--- src/corr_params.svh ---
`ifndef CORR_PARAMS_SVH
`define CORR_PARAMS_SVH

//////////////////////////////////////////////////////////////////////
// datapath widths
//////////////////////////////////////////////////////////////////////

`define CORR_NUM_CHAN    4
`define CORR_SAMPLE_W    8
`define CORR_ACC_W       12
`define CORR_BEAT_W      16

//////////////////////////////////////////////////////////////////////
// spreading codes
//////////////////////////////////////////////////////////////////////

// bit k set gives lag k a weight of +1, clear gives -1
`define CORR_LEN         8
`define CORR_CODE_A      8'b1011_0010
`define CORR_CODE_B      8'b0110_1010

// peak magnitude that raises an event
`define CORR_THRESHOLD   400

// event log
`define CORR_EV_DEPTH    32

`endif

--- src/corr_pkg.sv ---
`include "corr_params.svh"

package corr_pkg;

  // scalar widths
  typedef logic signed [`CORR_SAMPLE_W-1:0] sample_t;
  typedef logic signed [`CORR_ACC_W-1:0] acc_t;
  typedef logic [$clog2(`CORR_NUM_CHAN)-1:0] chan_t;
  typedef logic [`CORR_BEAT_W-1:0] beat_idx_t;
  typedef logic [$clog2(`CORR_EV_DEPTH)-1:0] ev_addr_t;

  // one input beat, one sample per channel
  typedef struct packed {
    sample_t [`CORR_NUM_CHAN-1:0] smp;
  } beat_t;

  // one correlator result column tagged with its input beat
  typedef struct packed {
    acc_t [`CORR_NUM_CHAN-1:0] acc;
    beat_idx_t                 beat;
  } corr_beat_t;

  // logged peak
  typedef struct packed {
    logic      src;
    chan_t     chan;
    beat_idx_t beat;
    acc_t      value;
  } corr_event_t;

  // round-robin preference between the two detectors
  typedef enum logic {
    ARB_PREFER_A,
    ARB_PREFER_B
  } arb_state_t;

endpackage

--- src/bit_correlator.sv ---
`include "corr_params.svh"

module bit_correlator
  import corr_pkg::*;
#(
  parameter int CODE_SEL = 0
) (
  input  logic       clk,
  input  logic       arst_n,
  input  logic       in_valid,
  output logic       in_ready,
  input  beat_t      in_beat,
  output logic       out_valid,
  input  logic       out_ready,
  output corr_beat_t out_beat
);

  localparam int LEN = `CORR_LEN;
  localparam int NCH = `CORR_NUM_CHAN;
  localparam chan_t LAST_CHAN = chan_t'(NCH - 1);
  localparam logic [LEN-1:0] CODE = (CODE_SEL == 0) ? `CORR_CODE_A : `CORR_CODE_B;

  // control
  chan_t     cnt;
  logic      run;
  logic      pend;
  logic      load;
  logic      enable;
  logic      at_last;
  logic      take;
  logic      last_upd;
  beat_idx_t beat_cnt;

  // payload
  beat_t     beat_q;
  beat_idx_t idx_q;
  beat_idx_t col_idx;
  sample_t   smp_cur;
  acc_t      x_ext;
  acc_t      chain_in  [LEN];
  acc_t      chain_out [LEN];
  acc_t      stage_mem [LEN-1][NCH];
  acc_t      out_col   [NCH];

  //////////////////////////////////////////////////////////////////////
  // input side
  //////////////////////////////////////////////////////////////////////

  // stall only once the finished column and the output reg are both full
  assign load     = !out_valid || out_ready;
  assign enable   = !(pend && !load);
  assign at_last  = (cnt == LAST_CHAN);
  assign in_ready = enable && at_last;
  assign take     = in_valid && in_ready;
  assign last_upd = enable && run && at_last;

  // counter parks on the last channel until the next beat arrives
  always_ff @(posedge clk or negedge arst_n) begin
    if (!arst_n) begin
      cnt      <= '0;
      run      <= 1'b0;
      beat_cnt <= '0;
    end else if (enable) begin
      if (!at_last) begin
        cnt <= cnt + 1'b1;
      end else if (take) begin
        cnt <= '0;
      end
      if (at_last) begin
        run <= take;
      end
      if (take) begin
        beat_cnt <= beat_cnt + 1'b1;
      end
    end
  end

  always_ff @(posedge clk) begin
    if (take) begin
      beat_q <= in_beat;
      idx_q  <= beat_cnt;
    end
    if (last_upd) begin
      col_idx <= idx_q;
    end
  end

  //////////////////////////////////////////////////////////////////////
  // transposed adder chain
  //////////////////////////////////////////////////////////////////////

  assign smp_cur = beat_q.smp[cnt];
  assign x_ext   = acc_t'(smp_cur);

  for (genvar n = 0; n < LEN; n++) begin : g_chain
    if (n == 0) begin : g_head
      assign chain_in[n] = '0;
    end else begin : g_tap
      assign chain_in[n] = stage_mem[n-1][cnt];
    end
    // stage n sees the sample that is LEN-1-n beats old at the output
    assign chain_out[n] = CODE[LEN-1-n] ? chain_in[n] + x_ext : chain_in[n] - x_ext;
  end

  // history must start at zero so pre-reset samples count as zero
  always_ff @(posedge clk or negedge arst_n) begin
    if (!arst_n) begin
      for (int n = 0; n < LEN - 1; n++) begin
        for (int c = 0; c < NCH; c++) begin
          stage_mem[n][c] <= '0;
        end
      end
    end else if (enable && run) begin
      for (int n = 1; n < LEN; n++) begin
        stage_mem[n-1][cnt] <= chain_out[n-1];
      end
    end
  end

  always_ff @(posedge clk) begin
    if (enable && run) begin
      out_col[cnt] <= chain_out[LEN-1];
    end
  end

  //////////////////////////////////////////////////////////////////////
  // output register
  //////////////////////////////////////////////////////////////////////

  always_ff @(posedge clk or negedge arst_n) begin
    if (!arst_n) begin
      pend      <= 1'b0;
      out_valid <= 1'b0;
    end else begin
      if (last_upd) begin
        pend <= 1'b1;
      end else if (load) begin
        pend <= 1'b0;
      end
      if (load) begin
        out_valid <= pend;
      end
    end
  end

  always_ff @(posedge clk) begin
    if (load && pend) begin
      for (int c = 0; c < NCH; c++) begin
        out_beat.acc[c] <= out_col[c];
      end
      out_beat.beat <= col_idx;
    end
  end

  a_out_hold: assert property (@(posedge clk) disable iff (!arst_n)
    out_valid && !out_ready |=> out_valid && $stable(out_beat));

endmodule

--- src/corr_subsystem.sv ---
`include "corr_params.svh"

module corr_subsystem
  import corr_pkg::*;
(
  input  logic                               clk,
  input  logic                               arst_n,
  input  logic                               s_valid,
  output logic                               s_ready,
  input  beat_t                              s_data,
  input  ev_addr_t                           rd_addr,
  output corr_event_t                        rd_event,
  output logic [$clog2(`CORR_EV_DEPTH):0]    ev_count,
  output logic                               overflow
);

  logic        rdy_a;
  logic        rdy_b;
  logic        beat_valid;
  logic        cv_a;
  logic        cv_b;
  logic        cr_a;
  logic        cr_b;
  logic        det_ready;
  logic        dv_a;
  logic        dv_b;
  corr_beat_t  cb_a;
  corr_beat_t  cb_b;
  logic        req_a;
  logic        req_b;
  logic        grant_a;
  logic        grant_b;
  corr_event_t ev_a;
  corr_event_t ev_b;
  logic        wr_en;
  corr_event_t wr_event;

  // both correlators take every beat together
  assign s_ready    = rdy_a && rdy_b;
  assign beat_valid = s_valid && s_ready;

  // a column moves on only when both detectors are idle
  assign det_ready = cr_a && cr_b;
  assign dv_a      = cv_a && det_ready;
  assign dv_b      = cv_b && det_ready;

  bit_correlator #(.CODE_SEL(0)) corr_a (
    .clk(clk), .arst_n(arst_n),
    .in_valid(beat_valid), .in_ready(rdy_a), .in_beat(s_data),
    .out_valid(cv_a), .out_ready(det_ready), .out_beat(cb_a)
  );

  bit_correlator #(.CODE_SEL(1)) corr_b (
    .clk(clk), .arst_n(arst_n),
    .in_valid(beat_valid), .in_ready(rdy_b), .in_beat(s_data),
    .out_valid(cv_b), .out_ready(det_ready), .out_beat(cb_b)
  );

  peak_detector #(.SRC(1'b0)) det_a (
    .clk(clk), .arst_n(arst_n),
    .in_valid(dv_a), .in_ready(cr_a), .in_beat(cb_a),
    .req(req_a), .ev(ev_a), .grant(grant_a)
  );

  peak_detector #(.SRC(1'b1)) det_b (
    .clk(clk), .arst_n(arst_n),
    .in_valid(dv_b), .in_ready(cr_b), .in_beat(cb_b),
    .req(req_b), .ev(ev_b), .grant(grant_b)
  );

  event_arbiter event_arbiter (
    .clk(clk), .arst_n(arst_n),
    .req_a(req_a), .req_b(req_b), .ev_a(ev_a), .ev_b(ev_b),
    .grant_a(grant_a), .grant_b(grant_b),
    .wr_en(wr_en), .wr_event(wr_event)
  );

  event_buffer event_buffer (
    .clk(clk), .arst_n(arst_n),
    .wr_en(wr_en), .wr_event(wr_event),
    .rd_addr(rd_addr), .rd_event(rd_event),
    .ev_count(ev_count), .overflow(overflow)
  );

  // the detectors differ in timing, but the correlators must not drift apart
  a_lockstep: assert property (@(posedge clk) disable iff (!arst_n)
    rdy_a == rdy_b);

endmodule

--- src/event_arbiter.sv ---
module event_arbiter
  import corr_pkg::*;
(
  input  logic        clk,
  input  logic        arst_n,
  input  logic        req_a,
  input  logic        req_b,
  input  corr_event_t ev_a,
  input  corr_event_t ev_b,
  output logic        grant_a,
  output logic        grant_b,
  output logic        wr_en,
  output corr_event_t wr_event
);

  arb_state_t pref;
  logic       want_a;
  logic       want_b;
  logic       pick_a;
  logic       pick_b;

  // req drops one cycle after grant, so mask the side granted just now
  assign want_a = req_a && !grant_a;
  assign want_b = req_b && !grant_b;
  assign pick_a = want_a && (!want_b || pref == ARB_PREFER_A);
  assign pick_b = want_b && !pick_a;

  always_ff @(posedge clk or negedge arst_n) begin
    if (!arst_n) begin
      pref    <= ARB_PREFER_A;
      grant_a <= 1'b0;
      grant_b <= 1'b0;
      wr_en   <= 1'b0;
    end else begin
      grant_a <= pick_a;
      grant_b <= pick_b;
      wr_en   <= pick_a || pick_b;
      // preference goes to the side that lost or waited
      if (pick_a) begin
        pref <= ARB_PREFER_B;
      end else if (pick_b) begin
        pref <= ARB_PREFER_A;
      end
    end
  end

  always_ff @(posedge clk) begin
    if (pick_a) begin
      wr_event <= ev_a;
    end else if (pick_b) begin
      wr_event <= ev_b;
    end
  end

  a_one_grant: assert property (@(posedge clk) disable iff (!arst_n)
    !(grant_a && grant_b));

endmodule

--- src/event_buffer.sv ---
`include "corr_params.svh"

module event_buffer
  import corr_pkg::*;
(
  input  logic                               clk,
  input  logic                               arst_n,
  input  logic                               wr_en,
  input  corr_event_t                        wr_event,
  input  ev_addr_t                           rd_addr,
  output corr_event_t                        rd_event,
  output logic [$clog2(`CORR_EV_DEPTH):0]    ev_count,
  output logic                               overflow
);

  localparam int DEPTH = `CORR_EV_DEPTH;

  corr_event_t mem [DEPTH];
  ev_addr_t    wr_ptr;
  logic        full;

  // events are appended in arrival order
  assign wr_ptr = ev_addr_t'(ev_count);
  assign full   = (ev_count == DEPTH);

  always_ff @(posedge clk or negedge arst_n) begin
    if (!arst_n) begin
      ev_count <= '0;
      overflow <= 1'b0;
    end else if (wr_en) begin
      if (full) begin
        overflow <= 1'b1;
      end else begin
        ev_count <= ev_count + 1'b1;
      end
    end
  end

  // storage and registered read port
  always_ff @(posedge clk) begin
    if (wr_en && !full) begin
      mem[wr_ptr] <= wr_event;
    end
    rd_event <= mem[rd_addr];
  end

endmodule

--- src/peak_detector.sv ---
`include "corr_params.svh"

module peak_detector
  import corr_pkg::*;
#(
  parameter logic SRC = 1'b0
) (
  input  logic        clk,
  input  logic        arst_n,
  input  logic        in_valid,
  output logic        in_ready,
  input  corr_beat_t  in_beat,
  output logic        req,
  output corr_event_t ev,
  input  logic        grant
);

  typedef enum logic [1:0] {
    DET_IDLE,
    DET_SCAN,
    DET_WAIT
  } det_state_t;

  localparam chan_t LAST_CHAN = chan_t'(`CORR_NUM_CHAN - 1);

  det_state_t state;
  chan_t      idx;
  corr_beat_t beat_q;
  acc_t       cur;
  acc_t       mag;
  logic       hit;
  logic       last_chan;

  assign in_ready  = (state == DET_IDLE);
  assign cur       = beat_q.acc[idx];
  assign mag       = cur[`CORR_ACC_W-1] ? -cur : cur;
  assign hit       = (mag >= acc_t'(`CORR_THRESHOLD));
  assign last_chan = (idx == LAST_CHAN);

  // one channel per cycle, parking in DET_WAIT for each hit
  always_ff @(posedge clk or negedge arst_n) begin
    if (!arst_n) begin
      state <= DET_IDLE;
      idx   <= '0;
      req   <= 1'b0;
    end else begin
      case (state)
        DET_IDLE: begin
          if (in_valid) begin
            idx   <= '0;
            state <= DET_SCAN;
          end
        end
        DET_SCAN: begin
          if (hit) begin
            req   <= 1'b1;
            state <= DET_WAIT;
          end else if (last_chan) begin
            state <= DET_IDLE;
          end else begin
            idx <= idx + 1'b1;
          end
        end
        DET_WAIT: begin
          if (grant) begin
            req <= 1'b0;
            if (last_chan) begin
              state <= DET_IDLE;
            end else begin
              idx   <= idx + 1'b1;
              state <= DET_SCAN;
            end
          end
        end
        default: state <= DET_IDLE;
      endcase
    end
  end

  always_ff @(posedge clk) begin
    if (in_valid && in_ready) begin
      beat_q <= in_beat;
    end
    if (state == DET_SCAN && hit) begin
      ev <= '{src: SRC, chan: idx, beat: beat_q.beat, value: cur};
    end
  end

  a_grant_needs_req: assert property (@(posedge clk) disable iff (!arst_n)
    grant |-> req);

endmodule

--- config.mk ---
export PLATFORM = sky130hd
export DESIGN_NAME = corr_subsystem
export DESIGN_NICKNAME = d
export VERILOG_FILES = /design/src/corr_pkg.sv /design/src/bit_correlator.sv /design/src/corr_subsystem.sv /design/src/event_arbiter.sv /design/src/event_buffer.sv /design/src/peak_detector.sv
export VERILOG_INCLUDE_DIRS = /design/src
export SDC_FILE = /design/constraint.sdc
export NUM_CORES = 2
export LEC_CHECK = 0
export BUFFER_PORTS_ARGS = -buffer_cell sky130_fd_sc_hd__buf_2
export CORE_MARGIN = 5
export CORE_UTILIZATION = 60
export DETAILED_ROUTE_END_ITERATION = 10
export GPL_TIMING_DRIVEN = 0
export HOLD_SLACK_MARGIN = 0.08
export PLACE_DENSITY = 0.85
export SLEW_MARGIN = 10
export SYNTH_ARGS = -nofsm -noshare
export SYNTH_HDL_FRONTEND = slang
export SYNTH_SLANG_ARGS = --single-unit
export TNS_END_PERCENT = 30
--- constraint.sdc ---
create_clock -name clk -period 7.2 [get_ports clk]
set_clock_uncertainty 0.1 [all_clocks]
set_input_delay 1.44 -clock clk [delete_from_list [all_inputs] [get_ports clk]]
set_output_delay 1.44 -clock clk [all_outputs]
set_load 0.01 [all_outputs]
# == After elaboration in Yosys (flattened, before gate mapping) ==
# Memory sizes are Yosys's and may differ from the RTL's. A register that Yosys moved wholly into a read port is not among the register bits.
# Index checks and enable logic that the tools add are counted.
# classes
addsub,24
order_cmp,10
eq_ne,21
mux,116
bitwise,6
reduce_logical,66
# ops
cell,count
$bwmux W48,14
$mux W12,34
$bmux W12 S2,16
$add A12 B8 Y12,7
$sub A12 B8 Y12,7
$demux W12 S2,2
$mux W2,20
$add A16 B1 Y16 const B,2
$bmux W8 S2,2
$mux W31,1
$mux W30,1
$logic_and A1 B1 Y1,28
$ge A12 B10 Y1 const B,2
$neg A12 Y12,2
$pmux W2 S3,4
$mux W1,18
$mux W8,2
$reduce_and A2 Y1,8
$eq A2 B2 Y1 const B,6
$lt A2 B3 Y1 const B,4
$ne A2 B1 Y1 const B,6
$reduce_and A3 Y1,4
$logic_not A1 Y1,11
$reduce_bool A2 Y1,5
16 further kinds,37
# totals
register_bits,1114
ram_bits,1088
output_inout_bits,39
elab_cells,358
n_memories,3
# mem_list
name,words,word_bits,rd,rd_clocked_by_memory_dff,wr,line_no,source
event_buffer.mem,32,31,1,1,1,event_buffer.sv:18,corr_event_t mem [DEPTH];
corr_a.out_col,4,12,4,4,1,bit_correlator.sv:43,acc_t out_col [NCH];
corr_b.out_col,4,12,4,4,1,bit_correlator.sv:43,

# == Depth between registers and ports, before layout ==
# logic_depth
depth_word,12
mapped_depth,16
ltp_nobuf,14

# == Hierarchy ==
# A second synthesis with hierarchy kept.
# unflattened
hier_cells,6487
area_unflattened_um2,96042.1
# modules_own_cells
mod,n_inst,cells_each,area_per_inst_um2,seq_area_each_um2
event_buffer,1,2226,39520.4,30584.3
bit_correlator at corr_b,1,1899,23756.5,13918.3
bit_correlator at corr_a,1,1901,23492.5,13818.3
peak_detector at det_a,1,181,3817.4,2947.8
peak_detector at det_b,1,196,3809.9,2947.8
event_arbiter,1,79,1614.0,1031.0
corr_subsystem,1,5,31.3,0.0

# == Least setup slack after synthesis ==
# Ideal clock, no wire load.
# synth_path
path_kind,flip-flop to flip-flop
from,register det_a.state[1]
to,register det_a.idx[0]
setup_time_ns,0.121
t_arrival_ns,4.900
path_slack_ns,2.079
path_stages_with_launch,9
synth_period_minus_slack_ns,5.121
path_cell_list,dfrtp_1 > inv_1 > ha_1 > nand2_1 > nor2_1 > o22ai_1 > or2_2 > a221o_1 > a22o_1
# synth_between
elab_chain_len,5
elab_cells_between_ends,11
classes_between,eq/ne (5); mux (1); reduce/logical (5)
# synth_rtl
item,line_no,source
from (decl),peak_detector.sv:26,det_state_t state;
from (signal assigned),peak_detector.sv:43,state <= DET_IDLE;
from (signal assigned),peak_detector.sv:51,state <= DET_SCAN;
from (signal assigned),peak_detector.sv:57,state <= DET_WAIT;
$logic_not A2 Y1,"peak_detector.sv:34, peak_detector.sv:47",
$logic_and A1 B1 Y1,corr_subsystem.sv:43,assign det_ready = cr_a && cr_b;
$logic_and A1 B1 Y1,corr_subsystem.sv:44,assign dv_a = cv_a && det_ready;
$ne A2 B1 Y1 (no line),-,
$reduce_and A4 Y1 (no line),-,
to (signal assigned),peak_detector.sv:61,idx <= idx + 1'b1;
to (signal assigned),peak_detector.sv:70,idx <= idx + 1'b1;
to (decl),peak_detector.sv:27,chan_t idx;
# Several ways; a longest one is shown, not always the timed one.
# A chain may end at the register's enable or synchronous reset.

# == Worst setup path after layout ==
# layout_path
from,register corr_b.cnt[1]
to,memory corr_b.out_col[1][10] (netlist name) (enable)
# layout_lines
item,line_no,source
from (decl),bit_correlator.sv:24,chan_t cnt;
from (signal assigned),bit_correlator.sv:65,cnt <= cnt + 1'b1;
to (decl),bit_correlator.sv:43,
# Straight into the memory's write port.

==> key figures <==
Synthesis
  • Top FF cell, synth: edfxtp_1
  • Post-synth top area cell: edfxtp_1
  • Cells after synthesis: 5947
  • Largest cells by area after synthesis: edfxtp_1 50%, dfrtp_1 19%, mux4_2 12%
  • Post-synth cell types: 69
  • Synthesized flop and latch total: roughly 2300
  • Yosys warns: 0
  • Post-synth top area share: 49.9%
  • Total nets after synthesis: 6175
  • Sequential share of the synthesized area: 69.4%
  • Post-synth EDFFs: 1563
  • Fraction of registers with async set/reset: 30.7%
  • Synth Cell Area: 94100 sq um
  • Mean Syn Cell Area: approximately 16 sq um

Clocking
  • Post-CTS Setup Inserts: 0
  • Cts bufs inserted: 211
  • H-tree Lvls: 4
  • Clock-pin slew on the worst setup and hold paths: 0.07 ns
  • Clock Tree Root: clkbuf_16
  • CTS max path bufs: 3
  • Hold-fix buffers, CTS: 0
  • CTS tree: built
  • Post-cts sizing count: 0
  • Clock sinks: around 2300
  • Worst-Skew Late Latency: ~0.87 ns

Critical path
  • Cell Chain, Critical Path: clkbuf_1, buf_1, clkbuf_1, buf_1, inv_1, ha_1, nand3_1, clkbuf_1, clkinv_1, clkbuf_2
  • Buffers & Inverters on Critical Path: 8
  • Required @ worst endpoint: 7.54 ns
  • WS Path Type: flip-flop to flip-flop
  • CP Depth: 10
  • CP Launch Type: flip-flop
  • CP endpoint kind: flip-flop
  • Most frequent CP cell: clkbuf_1
  • Worst R2R Start: corr_b.cnt[1]
  • CP peak stage delay: around 0.8 ns
  • Crit-path slowest cell: clkbuf_1
  • Crit path max fanout: 21
  • Worst Setup SP: corr_b.cnt[1]
  • Delay-heaviest family, CP: buffers and inverters
  • Worst R2R Path Depth: 10
  • CP Data Arrival Time: 7.08 ns

Worst hold path
  • HP Class: flip-flop to flip-flop
  • Hold path depth: 0
  • HP Start: corr_a.out_beat[34]

Timing
  • Rel. slew slack: 14.3%
  • Setup TNS: 0 ns
  • Setup-failing EPs final: 0
  • Slew @ Worst Pin: 1.29 ns
  • Final WS setup: 0.464 ns
  • Final worst-path cycle share: 93.6%
  • RSZ-0062 raised after global routing: false
  • Final hold violations: 0
  • Pins Over Slew Limit: 0
  • Highest clock rate: 148 MHz
  • Min Clock Period, post-route: 6.74 ns

Drt
  • Vias per inst: 6.87
  • DRC Markers: 0
  • Vias: about 59000
  • DRT iter0 DRCs: 9132
  • Count of antenna-violating nets left after detailed routing: 0
  • Drt first pass iters: 8
  • Routed WL: between 200 and 300 mm
  • Wire per inst: 31.3 um

Layout
  • Fin area: between 100000 and 150000 sq um
  • Commonest non-fill, non-tap cells in the layout: 1563 x edfxtp_1, 861 x nand2_1, 707 x dfrtp_1, 605 x o21ai_0, 492 x mux4_2
  • Fill cells: 9556
  • Commonest non-fill, non-tap cell in the layout: edfxtp_1
  • Multi-input logic area: ~27000 sq um
  • Storage element area: approximately 65000 sq um
  • Area grow syn2layout: 12.2%
  • Layout Nets: roughly 6500
  • Share of layout cells above drive strength 1: 17.3%

Floorplan
  • Core area: roughly 160000 sq um
  • Row count: 145
  • Die Ht: 406 um
  • Num ports: 79
  • Die width: 406 um
  • Initial Utilization: between 60% and 70%
  • Die ar.: 165000 sq um

GRT
  • First-pass GRT wire length: 395 mm
  • Largest net degree at the start of global routing: 117
  • Initial antenna violation count: 5
  • Number of global-route vias before repair: 59984
  • Total GRT Usage: around 33%
  • Grt total ovfl: 0

Pwr
  • Worst vdd ir: 0.347 mV
  • Pwr/cell area: 500 nW/um^2
  • Static Leak: 39.1 nW

Place
  • Pre-CTS worst setup slack: 0.542 ns
  • Post-DP Area: a little under 100000 sq um
  • Hpwl dp: 161 mm
  • Gpl congestion: about 0.9
  • IO buf count: 74

Run status
  • Outcome: finished clean

Run
  • Max-cap violations: 0
## cell type report
class	count	area share, %
multi-input cells	3246	26.0
inverters	117	0.416
well taps	2058	2.44
clock buffers	281	5.57
repair buffers	131	1.45
clock inverters	120	1.20
diodes	2	0.00474
flip-flops and latches	2301	61.8
plain buffers	283	1.10
## final timing paths
kind / end / slack (ns)
max reg2reg: corr_b.out_col[1][10] / 0.46
min: det_a.beat_q[34] / 0.31
max in group asynchronous: corr_a.stage_mem[247] / 4.81
min in group asynchronous: corr_b.stage_mem[161] / 0.51
max: corr_b.out_col[1][10] / 0.46
min reg2reg: det_a.beat_q[34] / 0.31
## metrics by stage
step / hold slack (ns) / instances / total power [mW] / utilization, %
after floorplan: 0.300 / 5947 / 33.4 / -
after global placement: 0.301 / 8079 / 38.5 / 62.2
after detailed placement: 0.305 / 8135 / 40.1 / 63.1
after CTS: 0.301 / 8536 / 52.2 / 67.6
after global routing: 0.317 / 8537 / 55.1 / 67.7
final: 0.305 / 8539 / 52.8 / 67.7
## sequential cells by signal, indices dropped and copies added, names as in the netlist, 31 cells and up
name,cells
event_buffer.mem,992
corr_b.stage_mem,324
corr_a.stage_mem,320
corr_a.out_beat,64
corr_b.out_beat,64
det_a.beat_q,64
det_b.beat_q,64
corr_a.out_col,48
corr_b.out_col,48
corr_a.beat_q,32
corr_b.beat_q,32
event_arbiter.wr_event,31
event_buffer.rd_event,31
## kinds of logic after synthesis
| family | Yosys count | share of synthesized area, % |
|---|---|---|
| AOI/OAI and AO/OA | 989 | 6.08 |
| xor gates and xnor gates | 136 | 1.27 |
| adders and majority gates | 188 | 2.61 |
| buffers and inverters | 400 | 1.67 |
| DFF | 2301 | 69.4 |
| muxes | 546 | 12.7 |
| and+or+nand+nor | 1387 | 6.30 |
## metal layers
metal / GRT usage [%] / up-vias / wire length (um)
met1: 40.4 / 29470 / 86600
met2: 54.1 / 4674 / 131000
met5: 0 / - / 63
met3: 6.97 / 1213 / 28800
li1: - / 23261 / -
met4: 20.4 / 6 / 20800
## where the power goes
| group | leakage [nW] | internal [mW] | switching, mW |
|---|---|---|---|
| registers | 23.2 | 18.8 | 2.28 |
| logic | 12.4 | 7.05 | 13.0 |
| clock network | 3.49 | 6.58 | 5.10 |
## synth_stat cells, types with 20 or more instances
cell type	number
ha_1	174
nand3_1	110
o21a_1	37
mux2_2	34
xor2_1	73
a21oi_1	135
dfrtp_1	707
mux4_2	492
or2_2	20
nor2b_1	43
a211o_1	32
nand2b_1	44
nor3_1	37
o31ai_1	42
edfxtp_1	1563
inv_1	113
nor2_1	193
dfxtp_1	31
o21ai_0	605
clkbuf_1	214
xnor2_1	63
buf_1	48
nand2_1	862
No activity file was read; power rests on OpenSTA's default activity.
